--- src/common/mmu_pkg.sv ---
package mmu_pkg;

  localparam int VADDR_W       = 39;
  localparam int PPN_W         = 44;
  localparam int PAGE_IDX_W    = 9;
  localparam int LEVELS        = 3;
  localparam int PTE_BYTES_LG  = 3;
  localparam int PT_MEM_LG     = 12;   // memory depth in dwords, log2
  localparam int DWORD_W       = 64;

  localparam int PAGE_OFFSET_W = PAGE_IDX_W + PTE_BYTES_LG;
  localparam int PADDR_W       = PPN_W + PAGE_OFFSET_W;
  localparam int VPN_W         = LEVELS * PAGE_IDX_W;
  localparam int LEVEL_W       = $clog2(LEVELS);

  typedef enum logic [1:0] {
    PRIV_U = 2'b00,
    PRIV_S = 2'b01,
    PRIV_M = 2'b11
  } priv_e;

  typedef struct packed {
    logic [9:0]       reserved;
    logic [PPN_W-1:0] ppn;
    logic [1:0]       rsw;
    logic             d;
    logic             a;
    logic             g;
    logic             u;
    logic             x;
    logic             w;
    logic             r;
    logic             v;
  } sv39_pte_s;

  typedef struct packed {
    logic [VADDR_W-1:0] vaddr;
    logic [PPN_W-1:0]   base_ppn;    // root table
    logic               instr_miss_v;
    logic               load_miss_v;
    logic               store_miss_v;
    priv_e              priv_mode;
    logic               mstatus_sum;
    logic               mstatus_mxr;
  } ptw_miss_pkt_s;

  typedef struct packed {
    logic [PPN_W-1:0]   ptag;
    logic [LEVEL_W-1:0] level;       // 0 for 4 KiB, 2 for gigapage
    logic               a;
    logic               d;
    logic               u;
    logic               x;
    logic               w;
    logic               r;
  } pte_leaf_s;

  typedef struct packed {
    logic               itlb_fill_v;
    logic               dtlb_fill_v;
    logic               instr_page_fault_v;
    logic               load_page_fault_v;
    logic               store_page_fault_v;
    logic [VADDR_W-1:0] vaddr;
    pte_leaf_s          entry;
  } ptw_fill_pkt_s;

  typedef struct packed {
    logic is_leaf;
    logic descend;
    logic instr_fault;
    logic load_fault;
    logic store_fault;
  } pte_check_s;

  typedef struct packed {
    logic [PADDR_W-1:0] paddr;
    logic [PPN_W-1:0]   ptag;
  } mem_rd_req_s;

endpackage
--- src/ptw/ptw_walker.sv ---
`timescale 1ns/1ps

module ptw_walker
  import mmu_pkg::*;
(
  input  logic          clk_i,
  input  logic          reset_i,
  input  logic          miss_v_i,
  input  ptw_miss_pkt_s miss_pkt_i,
  output logic          busy_o,
  output logic          rd_v_o,
  output mem_rd_req_s   rd_req_o,
  input  logic          rd_ready_i,
  input  logic          ordered_i,
  input  logic          rsp_v_i,
  input  sv39_pte_s     rsp_pte_i,
  output logic          fill_v_o,
  output ptw_fill_pkt_s fill_pkt_o
);

  typedef enum logic [2:0] {
    e_idle,
    e_ordered,
    e_send,
    e_recv,
    e_check,
    e_writeback
  } state_e;

  state_e                              state_r, state_n;
  logic                                start;
  logic                                is_recv, is_check, is_wb;
  logic [LEVEL_W-1:0]                  level_r;
  logic [PPN_W-1:0]                    ppn_r;
  ptw_miss_pkt_s                       miss_r;
  sv39_pte_s                           pte_r;
  pte_check_s                          check;
  logic                                fault_v;
  logic [LEVELS-1:0][PAGE_IDX_W-1:0]   vpn_slice;
  logic [PPN_W-1:0]                    leaf_ptag;

  assign is_recv  = (state_r == e_recv);
  assign is_check = (state_r == e_check);
  assign is_wb    = (state_r == e_writeback);

  assign start = (state_r == e_idle) & miss_v_i
               & (miss_pkt_i.instr_miss_v | miss_pkt_i.load_miss_v | miss_pkt_i.store_miss_v);

  always_ff @(posedge clk_i) begin
    if (reset_i) begin
      state_r <= e_idle;
      level_r <= '0;
    end else begin
      state_r <= state_n;
      if (start) begin
        level_r <= LEVEL_W'(LEVELS-1);
      end else if (is_check & check.descend) begin
        level_r <= level_r - 1'b1;
      end
    end
  end

  always_ff @(posedge clk_i) begin
    if (start) begin
      miss_r <= miss_pkt_i;
      ppn_r  <= miss_pkt_i.base_ppn;
    end else if (is_check & check.descend) begin
      ppn_r  <= pte_r.ppn;   // next table
    end
    if (is_recv & rsp_v_i) begin
      pte_r <= rsp_pte_i;
    end
  end

  // a dropped response goes back through ordered and replays the read
  always_comb begin
    case (state_r)
      e_idle:      state_n = start ? e_ordered : e_idle;
      e_ordered:   state_n = ordered_i ? e_send : e_ordered;
      e_send:      state_n = rd_ready_i ? e_recv : e_send;
      e_recv:      state_n = rsp_v_i ? e_check : e_ordered;
      e_check:     state_n = check.descend ? e_send : e_writeback;
      default:     state_n = e_idle;
    endcase
  end

  ptw_fault_check u_fault_check (
    .pte_i   (pte_r),
    .miss_i  (miss_r),
    .level_i (level_r),
    .check_o (check)
  );

  assign vpn_slice = miss_r.vaddr[PAGE_OFFSET_W +: VPN_W];

  assign rd_v_o         = (state_r == e_send);
  assign rd_req_o.paddr = {ppn_r, vpn_slice[level_r], {PTE_BYTES_LG{1'b0}}};
  assign rd_req_o.ptag  = ppn_r;

  for (genvar i = 0; i < LEVELS-1; i++) begin : g_ptag
    assign leaf_ptag[i*PAGE_IDX_W +: PAGE_IDX_W] =
      (level_r > i) ? vpn_slice[i] : pte_r.ppn[i*PAGE_IDX_W +: PAGE_IDX_W];
  end
  assign leaf_ptag[PPN_W-1:(LEVELS-1)*PAGE_IDX_W] =
    pte_r.ppn[PPN_W-1:(LEVELS-1)*PAGE_IDX_W];

  assign fault_v = check.instr_fault | check.load_fault | check.store_fault;

  assign busy_o   = (state_r != e_idle);
  assign fill_v_o = is_wb;

  always_comb begin
    fill_pkt_o.itlb_fill_v        = is_wb & miss_r.instr_miss_v & ~fault_v;
    fill_pkt_o.dtlb_fill_v        = is_wb & (miss_r.load_miss_v | miss_r.store_miss_v)
                                  & ~fault_v;
    fill_pkt_o.instr_page_fault_v = is_wb & check.instr_fault;
    fill_pkt_o.load_page_fault_v  = is_wb & check.load_fault;
    fill_pkt_o.store_page_fault_v = is_wb & check.store_fault;
    fill_pkt_o.vaddr              = miss_r.vaddr;
    fill_pkt_o.entry.ptag         = leaf_ptag;
    fill_pkt_o.entry.level        = level_r;
    fill_pkt_o.entry.a            = pte_r.a;
    fill_pkt_o.entry.d            = pte_r.d;
    fill_pkt_o.entry.u            = pte_r.u;
    fill_pkt_o.entry.x            = pte_r.x;
    fill_pkt_o.entry.w            = pte_r.w;
    fill_pkt_o.entry.r            = pte_r.r;
  end

endmodule

--- src/ptw/ptw_fault_check.sv ---
`timescale 1ns/1ps

module ptw_fault_check
  import mmu_pkg::*;
(
  input  sv39_pte_s          pte_i,
  input  ptw_miss_pkt_s      miss_i,
  input  logic [LEVEL_W-1:0] level_i,
  output pte_check_s         check_o
);

  logic                  is_leaf;
  logic                  pte_invalid;
  logic                  leaf_not_found;
  logic                  priv_fault;
  logic                  misaligned;
  logic                  ad_fault;
  logic                  common_fault;
  logic                  instr_fault;
  logic                  load_fault;
  logic                  store_fault;
  logic [LEVELS-2:0]     slice_nz;

  assign is_leaf = pte_i.r | pte_i.w | pte_i.x;

  assign pte_invalid    = ~pte_i.v | (pte_i.w & ~pte_i.r);
  assign leaf_not_found = (level_i == '0) & ~is_leaf;

  // S may touch U pages only for data with SUM set
  assign priv_fault = is_leaf &
                      ((pte_i.u & (miss_i.priv_mode == PRIV_S)
                                & (miss_i.instr_miss_v | ~miss_i.mstatus_sum))
                       | (~pte_i.u & (miss_i.priv_mode == PRIV_U)));

  // superpage must have zero ppn below its level
  for (genvar i = 0; i < LEVELS-1; i++) begin : g_align
    assign slice_nz[i] = (level_i > i) & (|pte_i.ppn[i*PAGE_IDX_W +: PAGE_IDX_W]);
  end
  assign misaligned = is_leaf & (|slice_nz);

  assign ad_fault = is_leaf & (~pte_i.a | (miss_i.store_miss_v & ~pte_i.d));

  assign common_fault = pte_invalid | leaf_not_found | priv_fault | misaligned | ad_fault;

  assign instr_fault = miss_i.instr_miss_v &
                       (common_fault | (is_leaf & ~pte_i.x));
  assign load_fault  = miss_i.load_miss_v &
                       (common_fault
                        | (is_leaf & ~(pte_i.r | (pte_i.x & miss_i.mstatus_mxr))));
  assign store_fault = miss_i.store_miss_v &
                       (common_fault | (is_leaf & ~pte_i.w));

  always_comb begin
    check_o.is_leaf     = is_leaf;
    check_o.instr_fault = instr_fault;
    check_o.load_fault  = load_fault;
    check_o.store_fault = store_fault;
    check_o.descend     = ~is_leaf & ~(instr_fault | load_fault | store_fault);
  end

endmodule

--- config.mk ---
export PLATFORM = sky130hd
export DESIGN_NAME = ptw_walker
export DESIGN_NICKNAME = d
export VERILOG_FILES = /design/src/common/mmu_pkg.sv /design/src/ptw/ptw_walker.sv /design/src/ptw/ptw_fault_check.sv
export SDC_FILE = /design/constraint.sdc
export NUM_CORES = 1
export LEC_CHECK = 0
export BUFFER_PORTS_ARGS = -buffer_cell sky130_fd_sc_hd__buf_2
export CAP_MARGIN = 20
export CORE_AREA = 2 2 161 163
export DETAILED_ROUTE_END_ITERATION = 16
export DIE_AREA = 0 0 163 165
export GPL_TIMING_DRIVEN = 0
export MAX_ROUTING_LAYER = met4
export PLACE_DENSITY = 0.53
export SLEW_MARGIN = 30
export SYNTH_ARGS = -nofsm -noshare
export SYNTH_HDL_FRONTEND = slang
export SYNTH_SLANG_ARGS = --single-unit
--- constraint.sdc ---
create_clock -name clk_i -period 5.45 [get_ports clk_i]
set_input_delay 0 -clock clk_i [delete_from_list [all_inputs] [get_ports clk_i]]
set_output_delay 0 -clock clk_i [all_outputs]
set_load 0.02 [all_outputs]
==> impl_metrics.tcl <==
set metrics [dict create \
    post_cts.resized_instances 0 \
    timing.max_cap.violations 0 \
    timing.critical_path.from_type "flop" \
    synth_top_family_by_area "buffers and inverters" \
    worst_r2r_startpoint "state_r[2]" \
    critical_path.cell_chain "buf_2 -> or3_4 -> nor3b_2 -> buf_6 -> buf_12 -> or2_4 -> buf_12" \
    final_nets 1115 \
    cts_root_buffer "clkbuf_16" \
    pre_cts_slack_ns 2.50 \
    drtAntennaViolNets 0 \
    end_kind "flop" \
    first_iter_violations 246 \
    cp_max_fo 55 \
    synth_simple_gate_area_share 0.0487 \
    top_level_ports 359 \
    first_pass_grt_wire_length_um 30100 \
    syn_area_per_cell_sq_um 15.1 \
    critical-path-top-cell-by-count "buf_12" \
    regToRegSetupSlack_ns 2.54 \
    post_synth_xor_area_fraction 0 \
    io_buffers 342 \
    hold_path_class "primary input to flop" \
    synthesized_area_fraction_occupied_by_ao_oa_aoi_and_oai_cells 0.0341 \
    clock_latency_ns 0.41 \
    power.density_mw_per_mm2 286 \
    placed_cells_incl_taps 1120 \
    cts_num_sinks 146 \
    fin_skew_ns 0.0118 \
    grt_usage 0.156 \
    floorplan.die.height_um 165 \
    worst_ep_arrival_time_ns 3.01 \
    antenna_found_initial 0 \
    timing.critical_path.slowest_stage_cell "nor3b_2" \
    fp.dieArea_sq_mm 0.0269 \
    post-route-drc-count 0 \
    finish.cell_count_without_fillers 1297 \
    vdd.ir_drop.worst_mv 0.170 \
    max_slew.worst_pin.slew_ns 0.718 \
    outcome "finished clean" \
    synth.distinct_cells 48 \
    ys.warnings.count 0 \
    post_route_cells_drive_above_1_share 0.593 \
    crit_required_ns 5.55 \
    clk_transition_reported_paths_ns 0.07 \
    cp_slowest_stage_delay_ns 0.52 \
    layout_min_cycle_time_ns 2.91 \
    route.vias.total 5192 \
    drt_wl_total_um 21000 \
    core-area_sq_mm 0.0250 \
    endpoint_of_the_worst_hold_timing_path "state_r[0]" \
    setup_total_negative_slack_ns 0 \
    synth.mux.area_fraction 0.119 \
    synth_register_bits 146 \
    timing.final.max_slew_violations 0 \
    hold_path.startpoint "rsp_v_i" \
    drt_pass1_iterations 6 \
    placement_row_count 58 \
    cts_tree "yes" \
    initial_core_util 0.268 \
    maximum_number_of_pins_on_one_net_before_global_route_repair 56 \
    r2r_cells 7 \
    finalHoldWorstSlack_ns 0.139 \
    finalHoldViolations 0 \
    number_of_global_route_vias_before_repair 5374 \
    worst_slack_ns 2.54 \
    cts.path.max_buffers 2 \
    cts_inserted_buffers 17 \
    routabilityCongestion 0.781 \
    area_growth_pct 62.6 \
    die-width_um 163 \
    slew_headroom 0.521 \
    synth.yosys.seq_area_share 0.646 \
    avgRoutedWirePerCell_um 16.2 \
    period_utilization_post_route 0.534 \
    htree_depth 4 \
    synth_fa_ha_area_frac 0.00373 \
    place_hpwl_um 15200 \
    timing_worst_setup_path_type "flop to flop" \
    power_leakage_uw 0.00470 \
    post_drt_via_cell_ratio 4.00 \
    launch_point_of_the_critical_path "state_r[2]" \
    setup_viol 0 \
    post_synth_instance_area_sq_mm 0.00671 \
    worstReg2RegEnd "ppn_r[10]" \
    min_path_cells 4 \
    grt.overflow.total 0 \
    number_of_post_cts_setup_repair_buffers 0 \
    rsz0062_at_grt "false" \
    achievable_freq_ghz 0.344 \
    syn-instance-count 444 \
]
power by group:
part	internal, uW	switching [uW]
sequential	1310	41.5
clock	641	505
combinational	300	317
total	2260	864
state kept, by name, summed over array words and instances, names as in the netlist:
register,cells
fill_pkt_o,71
ppn_r,44
pte_r,19
miss_r,7
state_r,3
level_r,2
worst max-delay path, delay by kind of cell, from the launching register on:
family	cells	cell delay, ns
AND/OR/NAND/NOR	3	1.21
buffers and inverters	4	1.00
flip-flops	1	0.29
routing by layer:
| metal | global-route usage | share of wire | up-vias |
|---|---|---|---|
| li1 | - | - | 2531 |
| met1 | 0.185 | 0.43 | 2422 |
| met2 | 0.271 | 0.51 | 228 |
| met3 | 0.0372 | 0.058 | 11 |
| met4 | 0.0354 | 0.0072 | 0 |
| met5 | - | 0 | - |
Yosys cell counts, drive strengths merged:
library cell  instances  area [sq um]
a2111oi               1          27.5
a211oi                1          12.5
a21o                  2          15.0
a21oi                 8          43.8
a221oi                1          8.76
a22oi                 1          7.51
a2bb2oi               1          8.76
a31oi                 1          6.26
and2                  1          6.26
and4b                 1          10.0
buf                 125           950
clkbuf                2          17.5
conb                  1          3.75
dfxtp                 5           100
edfxtp              141          4230
ha                    2          25.0
inv                   7          26.3
mux2                 62           698
mux2i                10           100
nand2                14          52.6
nand2b                2          12.5
nand3                 6          30.0
nor2                 11          53.8
nor2b                 2          12.5
nor3                  8          45.0
nor3b                 3          32.5
nor4                  2          18.8
nor4b                 1          8.76
o211ai                1          7.51
o21a                  1          7.51
o21ai                13          65.1
o311a                 1          10.0
o32ai                 1          8.76
or2                   3          21.3
or3                   2          22.5
worst max path at each step:
stage | endpoint | slack (ns) | cells after the start
final | ppn_r[10] | 2.54 | 7
after CTS | ppn_r[34] | 2.49 | 7
after detailed placement | ppn_r[34] | 2.50 | 7
after floorplan | ppn_r[0] | 2.35 | 8
after global placement | ppn_r[9] | 1.25 | 6
after global routing | ppn_r[6] | 2.39 | 7
cells in the final DEF, fill, tap and decap left out, drive strengths merged, types with 2 or more instances in the layout:
| master | netlist | routed |
|---|---|---|
| a21o | 2 | 2 |
| a21oi | 8 | 8 |
| buf | 125 | 469 |
| clkbuf | 2 | 19 |
| clkinv | 0 | 6 |
| clkinvlp | 0 | 2 |
| conb | 1 | 3 |
| dfxtp | 5 | 5 |
| dlygate4sd3 | 0 | 144 |
| edfxtp | 141 | 141 |
| ha | 2 | 2 |
| inv | 7 | 13 |
| mux2 | 62 | 62 |
| mux2i | 10 | 10 |
| nand2 | 14 | 14 |
| nand2b | 2 | 2 |
| nand3 | 6 | 6 |
| nor2 | 11 | 11 |
| nor2b | 2 | 2 |
| nor3 | 8 | 8 |
| nor3b | 3 | 3 |
| nor4 | 2 | 2 |
| o21ai | 13 | 13 |
| or2 | 3 | 3 |
| or3 | 2 | 2 |
per-stage QoR:
stage               power [uW]  utilization  cell area (sq um)
detailed placement        1920        0.355               8890
global route              3250        0.436              10900
floorplan                 1700            -               6720
global placement          1910        0.353               8840
CTS                       3170        0.436              10900
finish                    3120        0.436              10900
kinds of logic after synthesis:
group | Yosys count
buf+inv | 134
mux | 72
simple gates | 56
compound gates | 33
fa+ha+maj | 2
flops | 146
other cells | 1
repair_timing:
action,CTS,global route
hold buffers,144,0
endpoints found under the setup margin,0,0
hold endpoints to repair,146,0
cell type report:
cell class                      instances  area, sq um
Antenna cell                            1         2.50
Clock inverter                         15          148
Sequential cell                       146         4330
Fill cell                            2297        14100
Buffer                                127          967
Inverter                                7         26.3
Multi-Input combinational cell        166         1400
Timing Repair Buffer                  488         3190
Tap cell                              330          413
Clock buffer                           17          425
Power figures use the tool's default switching activity.
